==> config.mk <==
export PLATFORM = sky130hd
export DESIGN_NAME = dcache_ctrl
export DESIGN_NICKNAME = d
export VERILOG_FILES = /design/src/dcache_pkg.sv /design/src/dcache_ctrl.sv
export VERILOG_INCLUDE_DIRS = /design/src
export SDC_FILE = /design/constraint.sdc
export NUM_CORES = 1
export LEC_CHECK = 0
export ABC_CLOCK_PERIOD_IN_PS = 5900
export BUFFER_PORTS_ARGS = -buffer_cell sky130_fd_sc_hd__buf_2
export CAP_MARGIN = 20
export CELL_PAD_IN_SITES_DETAIL_PLACEMENT = 1
export CELL_PAD_IN_SITES_GLOBAL_PLACEMENT = 1
export CORE_UTILIZATION = 29
export DETAILED_ROUTE_END_ITERATION = 10
export GPL_TIMING_DRIVEN = 0
export PLACE_DENSITY_LB_ADDON = 0.2
export SYNTH_ARGS = -nofsm -noshare
export SYNTH_HDL_FRONTEND = slang
export SYNTH_SLANG_ARGS = --single-unit
export TNS_END_PERCENT = 20
==> constraint.sdc <==
create_clock -name iCLOCK -period 5.9 [get_ports iCLOCK]
set_input_delay 0.885 -clock iCLOCK [delete_from_list [all_inputs] [get_ports iCLOCK]]
set_output_delay 0.885 -clock iCLOCK [all_outputs]
set_load 0.05 [all_outputs]
==> src/dcache_config.svh <==
`ifndef DCACHE_CONFIG_SVH
`define DCACHE_CONFIG_SVH

// Cache geometry
// Four ways of sixteen sets, each line is 64 bytes
`define DCACHE_WAYS 4
`define DCACHE_SETS 16

// Refill beats of 64 bits per line
`define DCACHE_LINE_BEATS 8

// Access order driven on every IO request
// Encoded like the word access size
`define DCACHE_IO_ORDER 2

`endif
==> src/dcache_pkg.sv <==
package dcache_pkg;

	// Cached address split
	//   tag         addr[31:10]
	//   set         addr[9:6]
	//   beat        addr[5:3]
	//   word select addr[2]
	//   byte lane   addr[1:0]
	// Reads return the whole aligned 32-bit word
	// Write data sits in the low bits and lands at the byte lane of the address

	typedef enum logic [1:0] {
		SIZE_BYTE = 2'd0,
		SIZE_HALF = 2'd1,
		SIZE_WORD = 2'd2
	} access_size_e;

	// Refill and write-through sequencer
	typedef enum logic [2:0] {
		IDLE   = 3'd0,
		RD_REQ = 3'd1,
		RD_GET = 3'd2,
		RD_OUT = 3'd3,
		WR_REQ = 3'd4,
		WR_GET = 3'd5,
		WR_OUT = 3'd6
	} ctrl_state_e;

	// rw is 1 for a read and 0 for a write
	typedef struct packed {
		logic         rw;
		access_size_e size;
		logic [31:0]  addr;
		logic [31:0]  wdata;
	} ldst_req_t;

	typedef struct packed {
		logic         rw;
		access_size_e size;
		logic [31:0]  addr;
		logic [31:0]  wdata;
	} mem_req_t;

	typedef struct packed {
		logic         rw;
		access_size_e size;
		logic [31:0]  addr;
		logic [31:0]  wdata;
	} io_req_t;

	// One refill beat headed for the array
	typedef struct packed {
		logic [2:0]  beat;
		logic [3:0]  set;
		logic [21:0] tag;
		logic [63:0] data;
	} fill_beat_t;

endpackage

==> src/dcache_ctrl.sv <==
`timescale 1ns/1ps
`include "dcache_config.svh"

module dcache_ctrl (
	input  logic                   iCLOCK,
	input  logic                   inRESET,
	input  logic                   ldst_req,
	input  dcache_pkg::ldst_req_t  ldst,
	input  logic                   cache_sel,
	input  logic                   hit_valid,
	input  logic                   hit,
	input  logic                   mem_lock,
	input  logic                   mem_valid,
	input  logic [63:0]            mem_rdata,
	output logic                   lookup_en,
	output logic                   update_en,
	output logic                   fill_en,
	output dcache_pkg::fill_beat_t fill,
	output logic                   mem_req,
	output dcache_pkg::mem_req_t   mem,
	output logic                   miss_valid,
	output logic [31:0]            miss_rdata,
	output logic                   ctrl_busy
);

	localparam int BEAT_W = $clog2(`DCACHE_LINE_BEATS);
	localparam logic [BEAT_W-1:0] LAST_BEAT = BEAT_W'(`DCACHE_LINE_BEATS - 1);

	dcache_pkg::ctrl_state_e state_q;
	dcache_pkg::ldst_req_t   req_q;
	logic [BEAT_W-1:0]       req_cnt_q;
	logic [BEAT_W-1:0]       get_cnt_q;
	logic [31:0]             rdata_q;
	logic                    miss;
	logic                    take;
	logic                    refill;
	logic                    issue;

	// Lookup result of a read that missed
	assign miss = hit_valid && !hit;
	assign ctrl_busy = (state_q != dcache_pkg::IDLE) || miss;

	// Same condition the load/store unit sees as accepted
	assign take = ldst_req && cache_sel && !ctrl_busy && !mem_lock;
	assign lookup_en = take && ldst.rw;

	assign refill = (state_q == dcache_pkg::RD_REQ) || (state_q == dcache_pkg::RD_GET);
	assign mem_req = (state_q == dcache_pkg::RD_REQ) || (state_q == dcache_pkg::WR_REQ);
	assign issue = mem_req && !mem_lock;

	// Cached copy is updated together with the write-through issue
	assign update_en = (state_q == dcache_pkg::WR_REQ) && !mem_lock;
	assign fill_en = refill && mem_valid;

	assign miss_valid = (state_q == dcache_pkg::RD_OUT) || (state_q == dcache_pkg::WR_OUT);
	assign miss_rdata = rdata_q;

	always_comb begin
		fill.beat = get_cnt_q;
		fill.set = req_q.addr[9:6];
		fill.tag = req_q.addr[31:10];
		fill.data = mem_rdata;
	end

	// Refill walks the line beat by beat, writes use the full address
	always_comb begin
		mem.rw = req_q.rw;
		mem.size = req_q.size;
		mem.wdata = req_q.wdata;
		if (state_q == dcache_pkg::WR_REQ) begin
			mem.addr = req_q.addr;
		end else begin
			mem.addr = {req_q.addr[31:6], req_cnt_q, 3'b000};
		end
	end

	always_ff @(posedge iCLOCK or negedge inRESET) begin
		if (!inRESET) begin
			state_q <= dcache_pkg::IDLE;
			req_cnt_q <= '0;
			get_cnt_q <= '0;
		end else begin
			case (state_q)
				dcache_pkg::IDLE: begin
					req_cnt_q <= '0;
					get_cnt_q <= '0;
					if (miss) begin
						state_q <= dcache_pkg::RD_REQ;
					end else if (take && !ldst.rw) begin
						state_q <= dcache_pkg::WR_REQ;
					end
				end
				dcache_pkg::RD_REQ: begin
					// Returned beats are counted below, in parallel with issue
					if (issue) begin
						req_cnt_q <= req_cnt_q + 1'b1;
						if (req_cnt_q == LAST_BEAT) begin
							state_q <= dcache_pkg::RD_GET;
						end
					end
				end
				dcache_pkg::RD_GET: begin
					if (mem_valid && get_cnt_q == LAST_BEAT) begin
						state_q <= dcache_pkg::RD_OUT;
					end
				end
				dcache_pkg::RD_OUT: begin
					state_q <= dcache_pkg::IDLE;
				end
				dcache_pkg::WR_REQ: begin
					if (issue) begin
						state_q <= dcache_pkg::WR_GET;
					end
				end
				dcache_pkg::WR_GET: begin
					// Write acknowledge from memory
					if (mem_valid) begin
						state_q <= dcache_pkg::WR_OUT;
					end
				end
				dcache_pkg::WR_OUT: begin
					state_q <= dcache_pkg::IDLE;
				end
				default: begin
					state_q <= dcache_pkg::IDLE;
				end
			endcase
			if (fill_en) begin
				get_cnt_q <= get_cnt_q + 1'b1;
			end
		end
	end

	always_ff @(posedge iCLOCK) begin
		if (take) begin
			req_q <= ldst;
		end
		// Keep the addressed word as its beat goes by
		if (fill_en && get_cnt_q == req_q.addr[5:3]) begin
			rdata_q <= req_q.addr[2] ? mem_rdata[63:32] : mem_rdata[31:0];
		end
	end

endmodule

After elaboration in Yosys (flattened, before gate mapping). Index checks and enable logic that the tools add are counted.

Reductions and logical operators: 25. Add/subtract/negate cells: 2. Eq/ne operators: 15. Muxes and demuxes: 14.

Operators with widths (number): $mux W32 (1); $mux W3 (10); $eq A3 B3 Y1 const B (5); $pmux W3 S5 (1); $logic_and A1 B1 Y1 (11); $add A3 B1 Y3 const B (2); $eq A3 B2 Y1 const B (2); $mux W6 (1); $ne A2 B2 Y1 const B (3); $pmux W3 S2 (1); $reduce_and A6 Y1 (1); $logic_not A1 Y1 (4); $logic_or A1 B1 Y1 (4); $ne A2 B1 Y1 const B (2); $reduce_bool A2 Y1 (2); $eq A3 B1 Y1 const B (1); $eq A3 B3 Y1 (1); $logic_not A3 Y1 (1); $ne A3 B3 Y1 const B (1); $reduce_bool A3 Y1 (1); $reduce_and A2 Y1 (1).

Bits in registers: 108. Output and inout bits: 198. Input bits: 139. Logic and storage cells: 64.

Depth between registers and ports, before layout.
Word-level depth: 10. Depth in mapped cells: 5. Mapped depth without buffers: 5.

Worst setup path before layout. Ideal clock, no wire load.

Path type: input port to flip-flop. Start: input port hit_valid. End: register req_q (netlist bit fill[64]) (enable). Stages: 3. Arrival: 5.968 ns. Setup time: 0.575 ns. Required time: 5.325 ns. Buffers on the path: 0. Slack: -0.642 ns. Cell sequence: nor2b_1 -> or3_1 -> nor3_1.

Word-level cells in the longest chain between the ends: 5.

RTL lines: start: declaration (RTL line dcache_ctrl.sv:10) `input logic hit_valid,`; $logic_and A1 B1 Y1 (RTL line dcache_ctrl.sv:40) `assign miss = hit_valid && !hit;`; $logic_or A1 B1 Y1 (RTL line dcache_ctrl.sv:41) `assign ctrl_busy = (state_q != dcache_pkg::IDLE) || miss;`; $logic_not A1 Y1 (RTL line dcache_ctrl.sv:44) `assign take = ldst_req && cache_sel && !ctrl_busy && !mem_lock;`; $logic_and A1 B1 Y1 (2 in a row) (RTL line dcache_ctrl.sv:44); end signal: assignment (RTL line dcache_ctrl.sv:136) `req_q <= ldst;`; end: declaration (RTL line dcache_ctrl.sv:30) `dcache_pkg::ldst_req_t req_q;`.

No other way between the ends. A chain may end at the register's enable or synchronous reset.

Worst setup path in the final report.
Start: input port hit_valid. End: output port lookup_en.

Word-level cells in the longest chain between the ends: 6.

RTL lines: $logic_and A1 B1 Y1 (RTL line dcache_ctrl.sv:40); $logic_or A1 B1 Y1 (RTL line dcache_ctrl.sv:41); $logic_not A1 Y1 (RTL line dcache_ctrl.sv:44); $logic_and A1 B1 Y1 (2 in a row) (RTL line dcache_ctrl.sv:44); $logic_and A1 B1 Y1 (RTL line dcache_ctrl.sv:45) `assign lookup_en = take && ldst.rw;`; end: declaration (RTL line dcache_ctrl.sv:15) `output logic lookup_en,`.

No other way between the ends.

==> flow_metrics.env <==
export IMPL_outcome="completed"
export IMPL_rr_worst_depth=6
export IMPL_crit_top_cell="buf_2"
export IMPL_postLayoutCellArea_um2=7570
export IMPL_wl_per_cell_um=15.8
export IMPL_synth_async_reset_ratio_pct=8.33
export IMPL_crit_chain="buf_2 -> nor2b_1 -> or3_1 -> nor3_1 -> buf_2"
export IMPL_ys_seq_elements=108
export IMPL_synth_edff_count=99
export IMPL_ios=337
export IMPL_dp_cells=935
export IMPL_max_freq_mhz=340
export IMPL_cp_end_kind="primary output"
export IMPL_placed_cell_area_um2=7300
export IMPL_synth_distinct_cells=36
export IMPL_cts_hold_buffers=0
export IMPL_cpMaxStageDelayCell="or3_1"
export IMPL_finalHoldViolCount=0
export IMPL_vias_per_cell=4.11
export IMPL_cp_startpoint="hit_valid"
export IMPL_setup_viol=0
export IMPL_drt_iter0_markers=122
export IMPL_dr_total_vias=3911
export IMPL_crit_fanout=3
export IMPL_final_cell_count_no_fill=951
export IMPL_pwr_density_cell_nw_per_um2=315
export IMPL_min_period_ns=2.94
export IMPL_cp_required_ns=5.02
export IMPL_whs_ns=0.392
export IMPL_synth_area_um2=5220
export IMPL_synth_ff_type="edfxtp_1"
export IMPL_rows=48
export IMPL_ir_drop_uv=134
export IMPL_initial_core_util_pct=30.0
export IMPL_grt_pass1_vias=4047
export IMPL_dieArea_um2=18500
export IMPL_die_width_um=136
export IMPL_syn_nets=512
export IMPL_gp_congestion=0.752
export IMPL_ys_warn_count=0
export IMPL_slew_violations=0
export IMPL_grtUsageTotal_pct=15.9
export IMPL_grt_max_degree=23
export IMPL_clkSlewWorstSetupHoldPaths_ns=0.08
export IMPL_worst_pin_slew_ns=0.616
export IMPL_cts_root_buf="clkbuf_16"
export IMPL_drc=0
export IMPL_rsz0062_at_grt="no"
export IMPL_clockBufferDepth=2
export IMPL_p_leak_uw=0.00363
export IMPL_r2r_end="mem[26]"
export IMPL_critical_path_arrival_ns=2.05
export IMPL_r2r_start="state_q[0]"
export IMPL_area_growth_pct=45.1
export IMPL_worst_clock_skew_ns=0.0157
export IMPL_antenna_found_initial=1
export IMPL_reg2reg_slack_ns=3.44
export IMPL_clock_sinks=108
export IMPL_die_h_um=136
export IMPL_yosysSeqAreaShare_pct=61.3
export IMPL_fillers=1949
export IMPL_slew_headroom_pct=59.0
export IMPL_cts_resized=0
export IMPL_cts_tree="yes"
export IMPL_io_buffer_count=336
export IMPL_drtPass1Iterations=4
export IMPL_ant_nets=0
export IMPL_tns_ns=0
export IMPL_hold_path_class="in -> async"
export IMPL_maxCapViolations=0
export IMPL_routed_wl_um=15000
export IMPL_critPathLaunchType="input port"
export IMPL_cts_max_level=3
export IMPL_synth_cells=369
export IMPL_final_layout_size_suffix_gt1_share_pct=76.3
export IMPL_diodes=0
export IMPL_finalCritPeriodShare_pct=49.8
export IMPL_cts_buffers=9
export IMPL_crit_type="in -> out"
export IMPL_syn_area_per_cell_um2=14.1
export IMPL_core_area_um2=17400
export IMPL_grt_pass1_wl_um=21800
export IMPL_overflow=0
export IMPL_nets=864
export IMPL_hpwl_um=12600
export IMPL_clkLatencyLatePin_ns=0.35
export IMPL_crit_path_max_incr_delay_ns=0.44
export IMPL_cts_setup_buffers=0
sequential cells by signal (all words and copies together) (netlist names):
signal	cells
mem	35
miss_rdata	32
fill	26
req_q	6
get_cnt_q	3
req_cnt_q	3
state_q	3
cell usage in the layout, fill, tap and decap left out, drive strengths merged, types with 2 or more instances in the layout:
cell     count
and2         4
xnor2        3
inv          6
mux2        35
o21ai        2
nor2         3
a21oi        3
nand2b       3
or3          2
nor3         6
a22o         2
nor2b        4
a21boi       2
buf        501
nand2        7
ha           4
dfrtp        9
a2111oi      2
clkinv       3
clkbuf      11
edfxtp      99
layout make-up:
cell class | count | area (um^2) | share of cell area (%)
repair buffers | 341 | 1780 | 23.5
multi-input cells | 97 | 841 | 11.1
flip-flops and latches | 108 | 3200 | 42.2
clock buffers | 11 | 233 | 3.07
inverters | 4 | 15.0 | 0.198
well taps | 225 | 282 | 3.72
plain buffers | 160 | 1180 | 15.6
clock inverters | 5 | 46.3 | 0.611
per-layer routing:
layer / vias up / wire (um) / part of all wire (%) / track usage (%)
met5: - / 17 / 0.11 / 0
met4: 2 / 210 / 1.4 / 5.62
met3: 13 / 1390 / 9.2 / 4.36
met2: 205 / 7870 / 52 / 29.0
met1: 1841 / 5550 / 37 / 17.5
li1: 1850 / - / - / -
per-stage QoR:
step	total power, uW	setup WS, ns	utilization, %
floorplan	1590	1.41	-
global placement	1800	-0.0278	41.3
detailed placement	1830	2.77	41.9
CTS	2420	2.95	43.5
global route	2490	2.86	43.5
finish	2380	2.96	43.5
logic make-up (layout without fill, tap and decap cells):
| logic type | after synthesis | after routing | share of synthesized area, % |
|---|---|---|---|
| buffers and inverters | 164 | 521 | 22.9 |
| multiplexers | 35 | 35 | 7.55 |
| flip-flops | 108 | 108 | 61.3 |
| AND/OR/NAND/NOR | 33 | 33 | 3.55 |
| AO/OA/AOI/OAI | 20 | 20 | 2.97 |
| XOR/XNOR | 4 | 4 | 0.671 |
| adder cells (fa/ha/maj) | 5 | 5 | 1.15 |
power by group:
group          switching [uW]  internal (uW)
clock                     285            294
sequential               50.3            910
combinational             574            272
synthesized netlist by cell type, types with 2 or more instances:
cell type  count  area share, %
nor2b_1        4           0.48
buf_4        151             22
a21oi_1        3           0.29
buf_2          9           0.86
edfxtp_1      99             57
nor3_1         6           0.58
ha_1           4           0.96
inv_1          4           0.29
a22o_1         2           0.34
and2_1         4           0.48
xnor2_1        3           0.50
a2111oi_0      2           0.34
nand2b_1       2           0.24
mux2_2        35            7.5
dfrtp_1        9            4.3
o21ai_0        2           0.19
nor2_1         3           0.22
a21boi_0       2           0.29
nand2_1        7           0.50
or3_1          2           0.24
critical path, delay by kind of cell:
| family | cells | cell delay [ns] |
|---|---|---|
| and+or+nand+nor | 3 | 0.79 |
| buffers and inverters | 2 | 0.38 |
how the worst max path moves through the flow:
stage	endpoint	cells past startpoint
5_1_grt	mem[35]	4
6_report	lookup_en	5
4_1_cts	lookup_en	5
2_1_floorplan	fill[64]	3
3_5_place_dp	fill[78]	8
3_3_place_gp	fill[78]	4
Note: power is estimated with default switching activity, not from simulation.
