[src/dcache_config.svh]
`ifndef DCACHE_CONFIG_SVH
`define DCACHE_CONFIG_SVH

// Cache geometry
// Four ways of sixteen sets, each line is 64 bytes
`define DCACHE_WAYS 4
`define DCACHE_SETS 16

// Refill beats of 64 bits per line
`define DCACHE_LINE_BEATS 8

// Access order driven on every IO request
// Encoded like the word access size
`define DCACHE_IO_ORDER 2

`endif
[src/dcache_pkg.sv]
package dcache_pkg;

	// Cached address split
	//   tag         addr[31:10]
	//   set         addr[9:6]
	//   beat        addr[5:3]
	//   word select addr[2]
	//   byte lane   addr[1:0]
	// Reads return the whole aligned 32-bit word
	// Write data sits in the low bits and lands at the byte lane of the address

	typedef enum logic [1:0] {
		SIZE_BYTE = 2'd0,
		SIZE_HALF = 2'd1,
		SIZE_WORD = 2'd2
	} access_size_e;

	// Refill and write-through sequencer
	typedef enum logic [2:0] {
		IDLE   = 3'd0,
		RD_REQ = 3'd1,
		RD_GET = 3'd2,
		RD_OUT = 3'd3,
		WR_REQ = 3'd4,
		WR_GET = 3'd5,
		WR_OUT = 3'd6
	} ctrl_state_e;

	// rw is 1 for a read and 0 for a write
	typedef struct packed {
		logic         rw;
		access_size_e size;
		logic [31:0]  addr;
		logic [31:0]  wdata;
	} ldst_req_t;

	typedef struct packed {
		logic         rw;
		access_size_e size;
		logic [31:0]  addr;
		logic [31:0]  wdata;
	} mem_req_t;

	typedef struct packed {
		logic         rw;
		access_size_e size;
		logic [31:0]  addr;
		logic [31:0]  wdata;
	} io_req_t;

	// One refill beat headed for the array
	typedef struct packed {
		logic [2:0]  beat;
		logic [3:0]  set;
		logic [21:0] tag;
		logic [63:0] data;
	} fill_beat_t;

endpackage

[src/dcache_io_route.sv]
`timescale 1ns/1ps
`include "dcache_config.svh"

module dcache_io_route (
	input  logic                  iCLOCK,
	input  logic                  inRESET,
	input  logic                  sysinfo_iosr_valid,
	input  logic [31:0]           sysinfo_iosr,
	input  logic                  ldst_req,
	input  dcache_pkg::ldst_req_t ldst,
	input  logic                  io_busy,
	input  logic                  io_valid,
	input  logic [31:0]           io_rdata,
	input  logic                  cache_valid,
	input  logic [31:0]           cache_rdata,
	output logic                  cache_sel,
	output logic                  io_req,
	output dcache_pkg::io_req_t   io,
	output logic                  ldst_valid,
	output logic [31:0]           ldst_rdata
);

	logic        io_base_valid;
	logic [31:0] io_base;
	logic        io_region;
	logic        io_sel;

	// IO base, written once by the system
	always_ff @(posedge iCLOCK or negedge inRESET) begin
		if (!inRESET) begin
			io_base_valid <= 1'b0;
			io_base <= '0;
		end else if (sysinfo_iosr_valid) begin
			io_base_valid <= 1'b1;
			io_base <= sysinfo_iosr;
		end
	end

	// Without a base everything is memory
	assign io_region = io_base_valid && (ldst.addr >= io_base);
	assign io_sel = ldst_req && io_region;
	assign cache_sel = ldst_req && !io_region && !io_busy;
	assign io_req = io_sel;

	always_comb begin
		io.rw = ldst.rw;
		io.size = dcache_pkg::access_size_e'(`DCACHE_IO_ORDER);
		io.addr = ldst.addr - io_base;
		io.wdata = ldst.wdata;
	end

	// IO answer wins over the cache
	assign ldst_valid = io_valid || cache_valid;
	assign ldst_rdata = io_valid ? io_rdata : cache_rdata;

endmodule

[config.mk]
export PLATFORM = sky130hd
export DESIGN_NAME = dcache_io_route
export DESIGN_NICKNAME = d
export VERILOG_FILES = /design/src/dcache_pkg.sv /design/src/dcache_io_route.sv
export VERILOG_INCLUDE_DIRS = /design/src
export SDC_FILE = /design/constraint.sdc
export NUM_CORES = 1
export LEC_CHECK = 0
export ABC_CLOCK_PERIOD_IN_PS = 6440
export BUFFER_PORTS_ARGS = -buffer_cell sky130_fd_sc_hd__buf_4
export CORE_MARGIN = 10
export CORE_UTILIZATION = 45
export DETAILED_ROUTE_END_ITERATION = 8
export MAX_ROUTING_LAYER = met4
export PLACE_DENSITY = 0.91
export SYNTH_ARGS = -nofsm -noshare
export SYNTH_HDL_FRONTEND = slang
export SYNTH_SLANG_ARGS = --single-unit
[constraint.sdc]
create_clock -name iCLOCK -period 6.44 [get_ports iCLOCK]
set_input_delay 0 -clock iCLOCK [delete_from_list [all_inputs] [get_ports iCLOCK]]
set_output_delay 0 -clock iCLOCK [all_outputs]
set_load 0.01 [all_outputs]
* Word level (Yosys, flattened, before mapping)
Index checks and enable logic that the tools add are counted.
Storage, ports and cells: register bits after elaboration 33, output and inout bits 102
Operators by class: $add $sub $neg 1, $lt $le $gt $ge 1, multiplexer cells 1, reductions and logical operators 7
Operator list (number):
- greater-or-equal comparator 32 bit | 1
- 2-to-1 mux 32 bit | 1
- subtractor 32 bit | 1
- logical AND 1 bit | 4
- zero test 1 bit | 2
- logical OR 1 bit | 1

* Longest topological paths before layout
Gate-level depths: netlist (run 1).
depth in word-level cells 5, depth in mapped cells 11, mapped depth without buffers 11

* Least setup slack after synthesis (run 1)
No wires, ideal clock.
path type flip-flop to output port, start point reg io_base[0], end point out io[56] (netlist bit), arrival time 2.432 ns, setup slack 4.008 ns, cell stages (with the launch flop) 11, path buffers 0, cell sequence dfrtp_1 > ha_1 > fa_1 > nor2b_1 > o2111ai_1 > o211ai_2 > a31oi_2 > o31ai_2 > a21oi_1 > o31ai_1 > xor2_1
RTL lines:
- start, declared | RTL line dcache_io_route.sv:24 | logic [31:0] io_base;
- start signal, assigned | RTL line dcache_io_route.sv:35 | io_base <= sysinfo_iosr;
- end, declared | RTL line dcache_io_route.sv:18 | output dcache_pkg::io_req_t io,

==> run_results.csv, run 1 <==
group,metric,value,unit
power,p_leak,2.726,nW
grt,grt_overflow,0,
yosys,ys_ff_latch,33,
finish,final_layout_size_suffix_gt1_share,39.05,%
place,placement.io_buffers,201,
finish,multi_input_area,0.002435,mm^2
drt,wl,14580,um
clock_network,clock_latency,290,ps
drt,avgViaCountPerCell,5.360,
yosys,synth_edf_count,0,
critical_path,crit_fanout,6,
status,status,"finished clean",
timing,timing.fmax,301.7,MHz
grt,grt_pass1_vias,4383,
critical_path,critPathKind,"reg -> out",
critical_path,critPathLaunch,"io_base[0]$_DFFE_PN0P_",
timing,layout_min_cycle_time,3315,ps
grt,grt_max_degree,65,
critical_path,path_buf_inv,1,
finish,final_area,0.005466,mm^2
yosys,synth.top_cells.by_area,"dfrtp_1 22%, ha_1 11%, mux2_2 9.9%, buf_4 7.0%, o21ai_0 5.4%",
place,dpl-instance-area,0.005062,mm^2
place,routabilityCongestion,0.8899,
finish,fill_cells,668,
yosys,synth_top_area_share,21.93,%
yosys,ys_warn_count,0,
clock_network,htree_levels,2,
grt,grt_pass1_wl,22510,um
critical_path,cp-start-kind,"register",
clock_network,cts_made_buffers,5,
yosys,syn_nets,670,
timing,finalSetupTns,0,ps
yosys,synth_top_flop_cell,"dfrtp_1",
critical_path,reg2reg_slack,5650,ps
critical_path,path_cells,"ha_1, fa_1, nor2b_1, o2111ai_1, o211ai_2, a31oi_2, o31ai_2, a21oi_1, o31ai_1, xor2_1, buf_4",
drt,drtPass1Iterations,4,
clock_network,ctsHoldBuffers,33,
timing,whs,0.003919,ps
die,dieArea,0.01243,mm^2
yosys,synthTopCellsByCount,"50 x nand2_1, 43 x inv_1, 41 x o21ai_0",
yosys,post_synth_inst_count,467,
timing,tightest_slew,542.1,ps
critical_path,critPathMaxStageDelay,410,ps
drt,via_count,4063,
die,coreArea,0.008175,mm^2
place,dp_hpwl,11850,um
yosys,ys_seq_area_share,21.93,%
critical_path,cp_slowest_cell,"fa_1",
die,fp.dieW,111.5,um
drt,wl_per_cell,19.23,um
critical_path,crit_family,"compound AO/OA/AOI/OAI gates",
drt,dr.first_iter.drc_count,154,
timing,hold_viol_final,0,
yosys,synthDistinctLibCells,60,
yosys,synth_area,0.003766,mm^2
clock_network,cts_max_path_buffers,2,
timing,setup_violations,0,
critical_path,end_kind,"output pin",
drt,ant_nets,0,
clock_network,cts_sinks,33,
finish,nets,857,
clock_network,root_buffer,"clkbuf_8",
yosys,synth_top_area_cell,"dfrtp_1",
finish,syn2layout_area_growth,45.15,%
grt,grt_usage,22.58,%
power,power.total,0.0009806,W
yosys,synthArstFlopShare,100.0,%
critical_path,required,6440,ps
timing,post-route-period-util,51.47,%
yosys,avgSynthCellArea,8.064,um^2
run,drv_cap,0,
clock_network,post_cts_resized,0,
critical_path,timing.rr.start,"io_base_valid$_DFFE_PN0P_",
timing,drv_slew,0,
timing,skew,0,ps
clock_network,clkSlewWorstSetupHoldPaths,70,ps
drt,drc_errors,0,
min_path,hold_path.startpoint,"ldst[28]",
die,core.rowCount,33,
grt,antenna_found_initial,0,
finish,insertedDiodeCount,0,
finish,seq_area,825.8,um^2
die,pin_count,272,
timing,slew-limit-headroom,63.86,%
timing,rsz0062_at_grt,"false",
power,ir_drop,0.08704,mV
power,p_per_area,179.4,mW/mm^2
critical_path,cp.arrival,3310,ps
clock_network,cts_tree,"built",
yosys,synth.most_common_cell,"nand2_1",
min_path,hold_path.class,"in -> out",
die,die_y,111.5,um
clock_network,cts_setup_buffers,0,
die,start_util,46.07,%
cell usage in the layout, fill, tap and decap left out, types with 2 or more instances in the layout:
master         instances
a21boi_0               2
a31oi_1                6
nor2b_1                7
a21oi_2                2
nand3_1               11
o21bai_1               4
o21ai_1                4
nand4_1                3
a211oi_1               2
mux2_2                33
buf_4                201
o21a_1                 4
dfrtp_1               33
xor2_1                11
or3_1                  3
a311oi_1               2
nand2b_1               2
o21ai_0               41
nor2_1                17
ha_1                  32
nand2_1               50
xnor2_1               17
o31ai_1                3
inv_1                 43
conb_1                 2
or2_2                  4
clkbuf_8               5
nor3b_1                3
and3_1                 5
a21oi_1               25
dlygate4sd3_1         33
a21o_1                12
a211o_1                2
nor3_1                 4
power breakdown:
part	switching, W	leakage [nW]	internal, W	total [W]
Clock	0.0000796	0.0399	0.0000712	0.000151
Combinational	0.000304	2.29	0.000295	0.000599
Sequential	0.00000551	0.397	0.000225	0.000231
Total	0.000389	2.73	0.000591	0.000981
metal layers:
metal / wire length [um] / global-route usage [%] / vias up
met5: 0 / - / -
met4: 250 / 5.998 / 0
met1: 5533 / 23.17 / 1899
met3: 963 / 5.690 / 28
li1: - / - / 1954
met2: 7830 / 41.70 / 182
per-stage QoR:
step	util, %	instances	setup slack [ps]
after detailed placement	61.92	719	3511
final	66.87	758	3125
after CTS	66.87	758	3167
after floorplan	-	467	4008
after global routing	66.87	758	2962
after global placement	61.92	719	3530
sequential cells by signal (all words and copies together) (netlist names):
| register | flops |
|---|---|
| io_base | 32 |
| io_base_valid | 1 |
layout make-up:
type / count / area share (%)
inverters: 43 / 2.953
flip-flops and latches: 33 / 15.11
multi-input cells: 337 / 44.54
well taps: 105 / 2.403
clock buffers: 5 / 1.259
clock inverters: 1 / 0.09155
repair buffers: 234 / 33.65
path summary, 6_finish.rpt:
kind                                             end  depth (start not counted)
setup / recovery                              io[56]                         11
hold / removal                                io[28]                          0
setup reg to reg           io_base_valid$_DFFE_PN0P_                          1
hold reg to reg            io_base_valid$_DFFE_PN0P_                          1
max in group asynchronous     io_base[1]$_DFFE_PN0P_                          2
min in group asynchronous     io_base[9]$_DFFE_PN0P_                          2
cell families (layout without fill, tap and decap cells):
kind of cell	after synthesis	count (layout)	share of synthesized area (%)
flip-flops	33	33	21.93
adder cells (fa/ha/maj)	33	33	11.16
AO/OA/AOI/OAI	127	127	22.53
multiplexers	33	33	9.867
buffers and inverters	97	283	13.42
XOR/XNOR	28	28	6.511
AND/OR/NAND/NOR	114	114	14.39
other	2	2	0.1994
Power figures use the tool's default switching activity.
==> run 2, diff against run 1 <==
--- a/config.mk
+++ b/config.mk
@@ -6,13 +6,13 @@
 export SDC_FILE = /design/constraint.sdc
 export NUM_CORES = 1
 export LEC_CHECK = 0
-export ABC_CLOCK_PERIOD_IN_PS = 6440
+export ABC_CLOCK_PERIOD_IN_PS = 3200
 export BUFFER_PORTS_ARGS = -buffer_cell sky130_fd_sc_hd__buf_4
 export CORE_MARGIN = 10
-export CORE_UTILIZATION = 45
+export CORE_UTILIZATION = 42
 export DETAILED_ROUTE_END_ITERATION = 8
 export MAX_ROUTING_LAYER = met4
-export PLACE_DENSITY = 0.91
+export PLACE_DENSITY = 0.86
 export SYNTH_ARGS = -nofsm -noshare
 export SYNTH_HDL_FRONTEND = slang
 export SYNTH_SLANG_ARGS = --single-unit
==> constraint.sdc (replaced) <==
create_clock -name iCLOCK -period 3.2 [get_ports iCLOCK]
set_input_delay 0 -clock iCLOCK [delete_from_list [all_inputs] [get_ports iCLOCK]]
set_output_delay 0 -clock iCLOCK [all_outputs]
set_load 0.01 [all_outputs]
==> run 2 against run 1 <==
  * The flow now stops in detailed routing (5_2_route)
  * Global-route usage decreased by 0.21 points
  * Synthesized cell count stayed put
  * Synthesized area unchanged
==> run_results.csv, run 2 <==
group,metric,value,unit
status,stop_stage,"detailed routing (5_2_route)",
yosys,ys_ff_latch,33,
yosys,synth_top_area_cell,"dfrtp_1",
yosys,synth.top_cells.by_area,"dfrtp_1 22%, ha_1 11%, mux2_2 9.9%, buf_4 7.0%, o21ai_0 5.4%",
die,fp.dieW,114.7,um
place,routabilityCongestion,0.8869,
yosys,synth_top_area_share,21.93,%
grt,grt_pass1_wl,22930,um
yosys,post_synth_inst_count,467,
yosys,avgSynthCellArea,8.064,um^2
yosys,synthArstFlopShare,100.0,%
clock_network,cts_max_path_buffers,2,
yosys,synth.most_common_cell,"nand2_1",
grt,grt_usage,22.37,%
grt,antenna_found_initial,0,
yosys,synth_edf_count,0,
yosys,ys_warn_count,0,
die,die_y,114.7,um
place,dp_hpwl,12440,um
clock_network,htree_levels,2,
die,core.rowCount,34,
timing,grt-worst-endpoint,"cache_sel",
die,pin_count,272,
clock_network,root_buffer,"clkbuf_8",
yosys,synthDistinctLibCells,60,
status,status,"aborted with a tool error",
grt,grt_pass1_vias,4412,
yosys,ys_seq_area_share,21.93,%
status,tool.error,"[ERROR DRT-0255] Maze Route cannot find path of net ldst[4] in worker of routeBox ( 96600 0 ) ( 114695 48300 ).",
die,start_util,43.19,%
clock_network,cts_made_buffers,5,
yosys,synthTopCellsByCount,"50 x nand2_1, 43 x inv_1, 41 x o21ai_0",
grt,grt_max_degree,65,
clock_network,cts_sinks,33,
place,placement.io_buffers,201,
yosys,synth_top_flop_cell,"dfrtp_1",
timing,worst-ep-kind,"output port",
yosys,syn_nets,670,
grt,grt_overflow,0,
yosys,synth_area,0.003766,mm^2
run 2: cell counts after synthesis:
Identical to the previous run, type by type.
run 2: cells by family after synthesis:
kind of cell / count (synthesis) / synth area share [%]
other: 2 / 0.1994
AOI/OAI and AO/OA: 127 / 22.53
buffers and inverters: 97 / 13.42
muxes: 33 / 9.867
and+or+nand+nor: 114 / 14.39
xor gates and xnor gates: 28 / 6.511
adders and majority gates: 33 / 11.16
DFF: 33 / 21.93
run 2: metal layers:
layer  track usage [%]
met1             23.59
met2             39.68
met3             6.656
met4             6.023
met5                 -
run 2: through the flow:
step | hold slack [ps] | area (um^2) | std cells | util [%] | setup WS [ps]
2_1_floorplan | -295.6 | 3766 | 467 | - | 768.2
3_3_place_gp | -29.13 | 5074 | 723 | 58.18 | 373.1
3_5_place_dp | -16.23 | 5074 | 723 | 58.18 | 353.7
4_1_cts | 0.06862 | 5487 | 764 | 62.91 | 12.27
5_1_grt | 0.01504 | 5523 | 765 | 63.33 | 33.54
run 2: timing repair:
item | 4_1_cts | 5_1_grt
hold endpoints to repair | 65 | 0
hold buffers | 33 | 0
resized for setup | 0 | 6
setup buffers | 0 | 1
endpoints found under the setup margin | 0 | 3
==> run 3, diff against run 2 <==
--- a/config.mk
+++ b/config.mk
@@ -9,10 +9,9 @@
 export ABC_CLOCK_PERIOD_IN_PS = 3200
 export BUFFER_PORTS_ARGS = -buffer_cell sky130_fd_sc_hd__buf_4
 export CORE_MARGIN = 10
-export CORE_UTILIZATION = 42
+export CORE_UTILIZATION = 35
 export DETAILED_ROUTE_END_ITERATION = 8
-export MAX_ROUTING_LAYER = met4
-export PLACE_DENSITY = 0.86
+export PLACE_DENSITY_LB_ADDON = 0.15
 export SYNTH_ARGS = -nofsm -noshare
 export SYNTH_HDL_FRONTEND = slang
 export SYNTH_SLANG_ARGS = --single-unit
==> run 3 against run 2 <==
  * The flow now finishes without violations
  * Global-route usage decreased by 4.8 points
==> run_results.csv, run 3 (same netlist as run 1, synthesis figures left out) <==
group,metric,value,unit
status,status,"finished clean",
clock_network,clkSlewWorstSetupHoldPaths,70,ps
finish,insertedDiodeCount,0,
power,netSwitchingFraction,39.90,%
power,power_frac_clock,16.6,%
place,dpl-instance-area,0.005101,mm^2
clock_network,root_buffer,"clkbuf_8",
grt,grt_pass1_vias,4188,
finish,largest-register,"io_base",
clock_network,cts_setup_buffers,0,
place,dp_hpwl,11890,um
critical_path,end_kind,"output pin",
clock_network,cts_tree,"built",
timing,fin_ws,142.2,ps
grt,grt_pass1_wl,21580,um
finish,nets,857,
finish,syn2layout_area_growth,47.14,%
timing,whs,0.003480,ps
die,coreArea,0.01042,mm^2
finish,layout_common_cells,"201 x buf_4, 50 x nand2_1, 43 x inv_1, 41 x o21ai_0",
die,dieArea,0.01531,mm^2
drt,wl_per_cell,18.05,um
power,seq_power_share,23.1,%
power,p_per_area,360.5,mW/mm^2
place,routabilityCongestion,0.8567,
timing,setup_violations,0,
finish,largest_registers,"io_base (32), io_base_valid (1)",
power,p_int,0.001200,W
place,placement.io_buffers,201,
grt,grt_max_degree,65,
timing,tightest_slew,580.4,ps
critical_path,required,3200,ps
clock_network,clock_latency,280,ps
grt,grt_usage,17.58,%
min_path,hold_path.class,"in -> out",
finish,fin_cells,791,
timing,timing.fmax,327.0,MHz
grt,grt_busiest_layer,"met2",
finish,fill_cells,1004,
timing,drv_slew,0,
grt,use_met2,31.46,%
power,p_leak,2.730,nW
drt,drtPass1Iterations,5,
grt,grt_overflow,0,
die,core.rowCount,37,
die,start_util,36.16,%
critical_path,cp-start-kind,"register",
drt,avgViaCountPerCell,5.042,
drt,dr.first_iter.drc_count,219,
die,fp.dieW,123.7,um
drt,via_count,3988,
critical_path,crit_fanout,6,
finish,layout_commonest_cell,"buf_4",
grt,grt_use_met1,19.29,%
clock_network,cts_sinks,33,
drt,wl,14280,um
drt,drc_errors,0,
finish,final_layout_size_suffix_gt1_share,39.54,%
power,ir_drop,0.1658,mV
place,place_inst,750,
drt,ant_nets,0,
finish,final_area,0.005542,mm^2
run,drv_cap,0,
die,die_y,123.7,um
timing,post-route-period-util,95.56,%
die,pin_count,272,
clock_network,htree_levels,2,
power,switchingPower,0.0007971,W
place,dpl_worst_slack,360.3,ps
power,p_comb_share,60.3,%
timing,layout_min_cycle_time,3058,ps
timing,finalSetupTns,0,ps
critical_path,critPathKind,"reg -> out",
timing,hold_viol_final,0,
clock_network,cts_made_buffers,5,
finish,largest_register_ffs,32,
critical_path,cp.arrival,3060,ps
clock_network,cts_max_path_buffers,2,
grt,antenna_found_initial,0,
timing,skew,0,ps
timing,rsz0062_at_grt,"true",
timing,slew-limit-headroom,61.04,%
grt,groute.layer.met3.usage,6.471,%
## run 3: worst paths after layout
path	depth (start not counted)	endpoint	slack, ps	start
max in group asynchronous	2	io_base[23]$_DFFE_PN0P_	2680	inRESET
hold reg to reg	1	io_base_valid$_DFFE_PN0P_	500	io_base_valid$_DFFE_PN0P_
hold / removal	0	io[2]	0.003	ldst[2]
setup reg to reg	1	io_base_valid$_DFFE_PN0P_	2410	io_base_valid$_DFFE_PN0P_
setup / recovery	11	io[56]	140	io_base[0]$_DFFE_PN0P_
min in group asynchronous	2	io_base[13]$_DFFE_PN0P_	200	inRESET
## run 3: worst max-delay path, cell delays in order, from the launching register on
cell and delay [ps]:
dfrtp_1 380, ha_1 210, fa_1 400, nor2b_1 190, o2111ai_1 140, o211ai_2 180, a31oi_4 190, o31ai_4 250
a21oi_1 150, o31ai_1 280, xor2_1 240, buf_4 160
## run 3: stage by stage
stage / power (W) / util (%)
2_1_floorplan: 0.001153 / -
3_3_place_gp: 0.001632 / 48.97
3_5_place_dp: 0.001638 / 48.97
4_1_cts: 0.002015 / 52.97
5_1_grt: 0.002144 / 53.20
6_report: 0.001998 / 53.20
## run 3: final cells by class
class                   count  area, um^2  area share, %
multi-input cells         337        2459          44.37
inverters                  43       161.4          2.913
clock inverters             3       17.52         0.3161
clock buffers               5       68.82          1.242
flip-flops and latches     33       825.8          14.90
well taps                 136       170.2          3.071
repair buffers            234        1839          33.19
## run 3: repair_timing
action                     in CTS  in global routing
hold endpoints to repair       65                  0
resized for setup               0                  4
setup endpoints to repair       0                  3
hold buffers                   33                  0
## run 3: power groups by stage
| stage | combinational, W | clock (W) | sequential, W |
|---|---|---|---|
| after floorplan | 0.000684 | 0 | 0.000468 |
| after global placement | 0.00116 | 0 | 0.000470 |
| after detailed placement | 0.00117 | 0 | 0.000471 |
| after CTS | 0.00121 | 0.000345 | 0.000463 |
| after global routing | 0.00132 | 0.000360 | 0.000466 |
| final | 0.00120 | 0.000331 | 0.000462 |
## run 3: per-layer routing
| layer | routed length [um] | share of wire [%] | vias to the layer above |
|---|---|---|---|
| met2 | 7148 | 50 | 169 |
| li1 | - | - | 1952 |
| met3 | 1401 | 9.8 | 21 |
| met1 | 5517 | 39 | 1846 |
| met5 | 0 | 0 | - |
| met4 | 208 | 1.5 | 0 |
==> run 4, diff against run 3 <==
--- a/config.mk
+++ b/config.mk
@@ -6,9 +6,8 @@
 export SDC_FILE = /design/constraint.sdc
 export NUM_CORES = 1
 export LEC_CHECK = 0
-export ABC_CLOCK_PERIOD_IN_PS = 3200
+export ABC_CLOCK_PERIOD_IN_PS = 3000
 export BUFFER_PORTS_ARGS = -buffer_cell sky130_fd_sc_hd__buf_4
-export CORE_MARGIN = 10
 export CORE_UTILIZATION = 35
 export DETAILED_ROUTE_END_ITERATION = 8
 export PLACE_DENSITY_LB_ADDON = 0.15
==> constraint.sdc (replaced) <==
create_clock -name iCLOCK -period 3 [get_ports iCLOCK]
set_input_delay 0 -clock iCLOCK [delete_from_list [all_inputs] [get_ports iCLOCK]]
set_output_delay 0 -clock iCLOCK [all_outputs]
set_load 0.01 [all_outputs]
==> run 4 against run 3 <==
  * Clock skew is the same
  * Via count shrank 1.2%
  * Clock power grew 4%
  * Critical path depth is the same
==> run_results.csv, run 4 (same netlist as run 1, synthesis figures left out) <==
group,metric,value,unit
finish,fill_cells,956,
power,ir_drop,0.1729,mV
clock_network,cts_sinks,33,
critical_path,end_kind,"output pin",
die,core.rowCount,37,
grt,antenna_found_initial,0,
grt,grt_max_degree,65,
timing,post-route-period-util,95.90,%
finish,layout_common_cells,"208 x buf_4, 50 x nand2_1, 43 x inv_1, 40 x o21ai_0",
drt,drc_errors,0,
clock_network,clkSlewWorstSetupHoldPaths,70,ps
die,dieArea,0.01118,mm^2
critical_path,cp-start-kind,"register",
power,power.total,0.002153,W
clock_network,clock_latency,290,ps
timing,tightest_slew,553.3,ps
status,status,"finished clean",
timing,layout_min_cycle_time,2877,ps
finish,insertedDiodeCount,0,
finish,largest_register_ffs,32,
drt,drtPass1Iterations,4,
run,drv_cap,0,
critical_path,critPathKind,"reg -> out",
grt,grt_pass1_vias,4099,
clock_network,cts_max_path_buffers,2,
die,die_y,105.7,um
finish,largest_registers,"io_base (32), io_base_valid (1)",
power,p_leak,2.777,nW
critical_path,cp.arrival,2880,ps
critical_path,crit_fanout,7,
grt,grt_overflow,0,
critical_path,required,3000,ps
place,placement.io_buffers,201,
finish,multi_input_area,0.002540,mm^2
drt,wl_per_cell,15.42,um
clock_network,cts_made_buffers,5,
finish,nets,864,
die,coreArea,0.01037,mm^2
timing,timing.fmax,347.6,MHz
timing,slew-limit-headroom,63.11,%
die,fp.dieW,105.7,um
finish,seq_area,825.8,um^2
clock_network,htree_levels,2,
timing,skew,0,ps
finish,fin_cells,798,
power,p_per_area,379.6,mW/mm^2
die,start_util,36.32,%
place,routabilityCongestion,0.8120,
finish,layout_commonest_cell,"buf_4",
finish,syn2layout_area_growth,50.60,%
drt,ant_nets,0,
drt,via_count,3942,
grt,grt_pass1_wl,19750,um
die,pin_count,272,
drt,dr.first_iter.drc_count,166,
drt,avgViaCountPerCell,4.940,
place,dp_hpwl,9777,um
clock_network,cts_tree,"built",
timing,drv_slew,0,
finish,final_layout_size_suffix_gt1_share,41.99,%
timing,setup_violations,0,
drt,wl,12310,um
finish,largest-register,"io_base",
clock_network,root_buffer,"clkbuf_8",
timing,hold_viol_final,0,
grt,grt_usage,22.11,%
place,place_inst,752,
min_path,hold_path.class,"in -> out",
==> run 4: changes by cell type in the layout (fill, tap and decap cells not counted), moves of 2 or more <==
cell     delta
a21oi_2     +3
ha_1        -2
buf_4       +7
a21oi_1     -4
==> run 4: final timing paths <==
check,from,endpoint,slack [ps],cells past startpoint
min in group asynchronous,inRESET,io_base[6]$_DFFE_PN0P_,190,2
worst min register to register,io_base_valid$_DFFE_PN0P_,io_base_valid$_DFFE_PN0P_,490,1
worst max register to register,io_base_valid$_DFFE_PN0P_,io_base_valid$_DFFE_PN0P_,2210,1
worst max-delay path,io_base[17]$_DFFE_PN0P_,io[62],120,11
worst min-delay path,ldst[19],io[19],0.004,0
max in group asynchronous,inRESET,io_base[18]$_DFFE_PN0P_,2500,2
==> run 4: area by class of cell <==
cell class / instances / area share, %
clock buffer: 6 / 1.280
clock inverter: 2 / 0.1765
inverter: 43 / 2.846
multi-input combinational: 337 / 44.78
sequential: 33 / 14.56
tap: 136 / 3.000
timing repair buffer: 241 / 33.36
==> run 4: what timing repair did <==
item / in CTS / in global routing
resized for setup: 4 / 17
endpoints found under the setup margin: 3 / 10
endpoints found under the hold margin: 65 / 0
pin swaps: 6 / 4
buffers inserted: 3 / 2
hold buffers: 33 / 0
==> run 4: metrics by stage <==
| stage | cell area [um^2] | util, % | TNS, ps | hold slack (ps) | setup slack [ps] |
|---|---|---|---|---|---|
| after global placement | 5116 | 49.34 | 0 | -21.29 | 285.5 |
| after CTS | 5575 | 53.76 | 0 | 0.06862 | 7.359 |
| after detailed placement | 5116 | 49.34 | 0 | -13.44 | 262.0 |
| after global routing | 5672 | 54.69 | -37.85 | 0.01507 | -24.46 |
| final | 5672 | 54.69 | 0 | 0.003944 | 123.1 |
| after floorplan | 3766 | - | 0 | -295.6 | 568.2 |
==> run 4: layer usage <==
metal	global-route usage (%)	wire, um
met5	0	0
met4	5.952	181
met3	4.020	755
met2	39.08	5952
met1	27.38	5415
==> run 4: worst max-delay path: stages (launching register included) <==
cell,delay [ps]
dfrtp_1,360
inv_1,70
ha_2,330
a21oi_4,190
o21ai_1,120
or4_4,440
a2111oi_4,270
nor2_4,110
a41oi_2,250
nor3b_1,70
a211o_1,250
buf_4,150
==> run 4: power by group <==
group | switching [W] | internal [W]
clock network | 0.000182 | 0.000161
registers | 0.0000110 | 0.000483
logic | 0.000647 | 0.000669
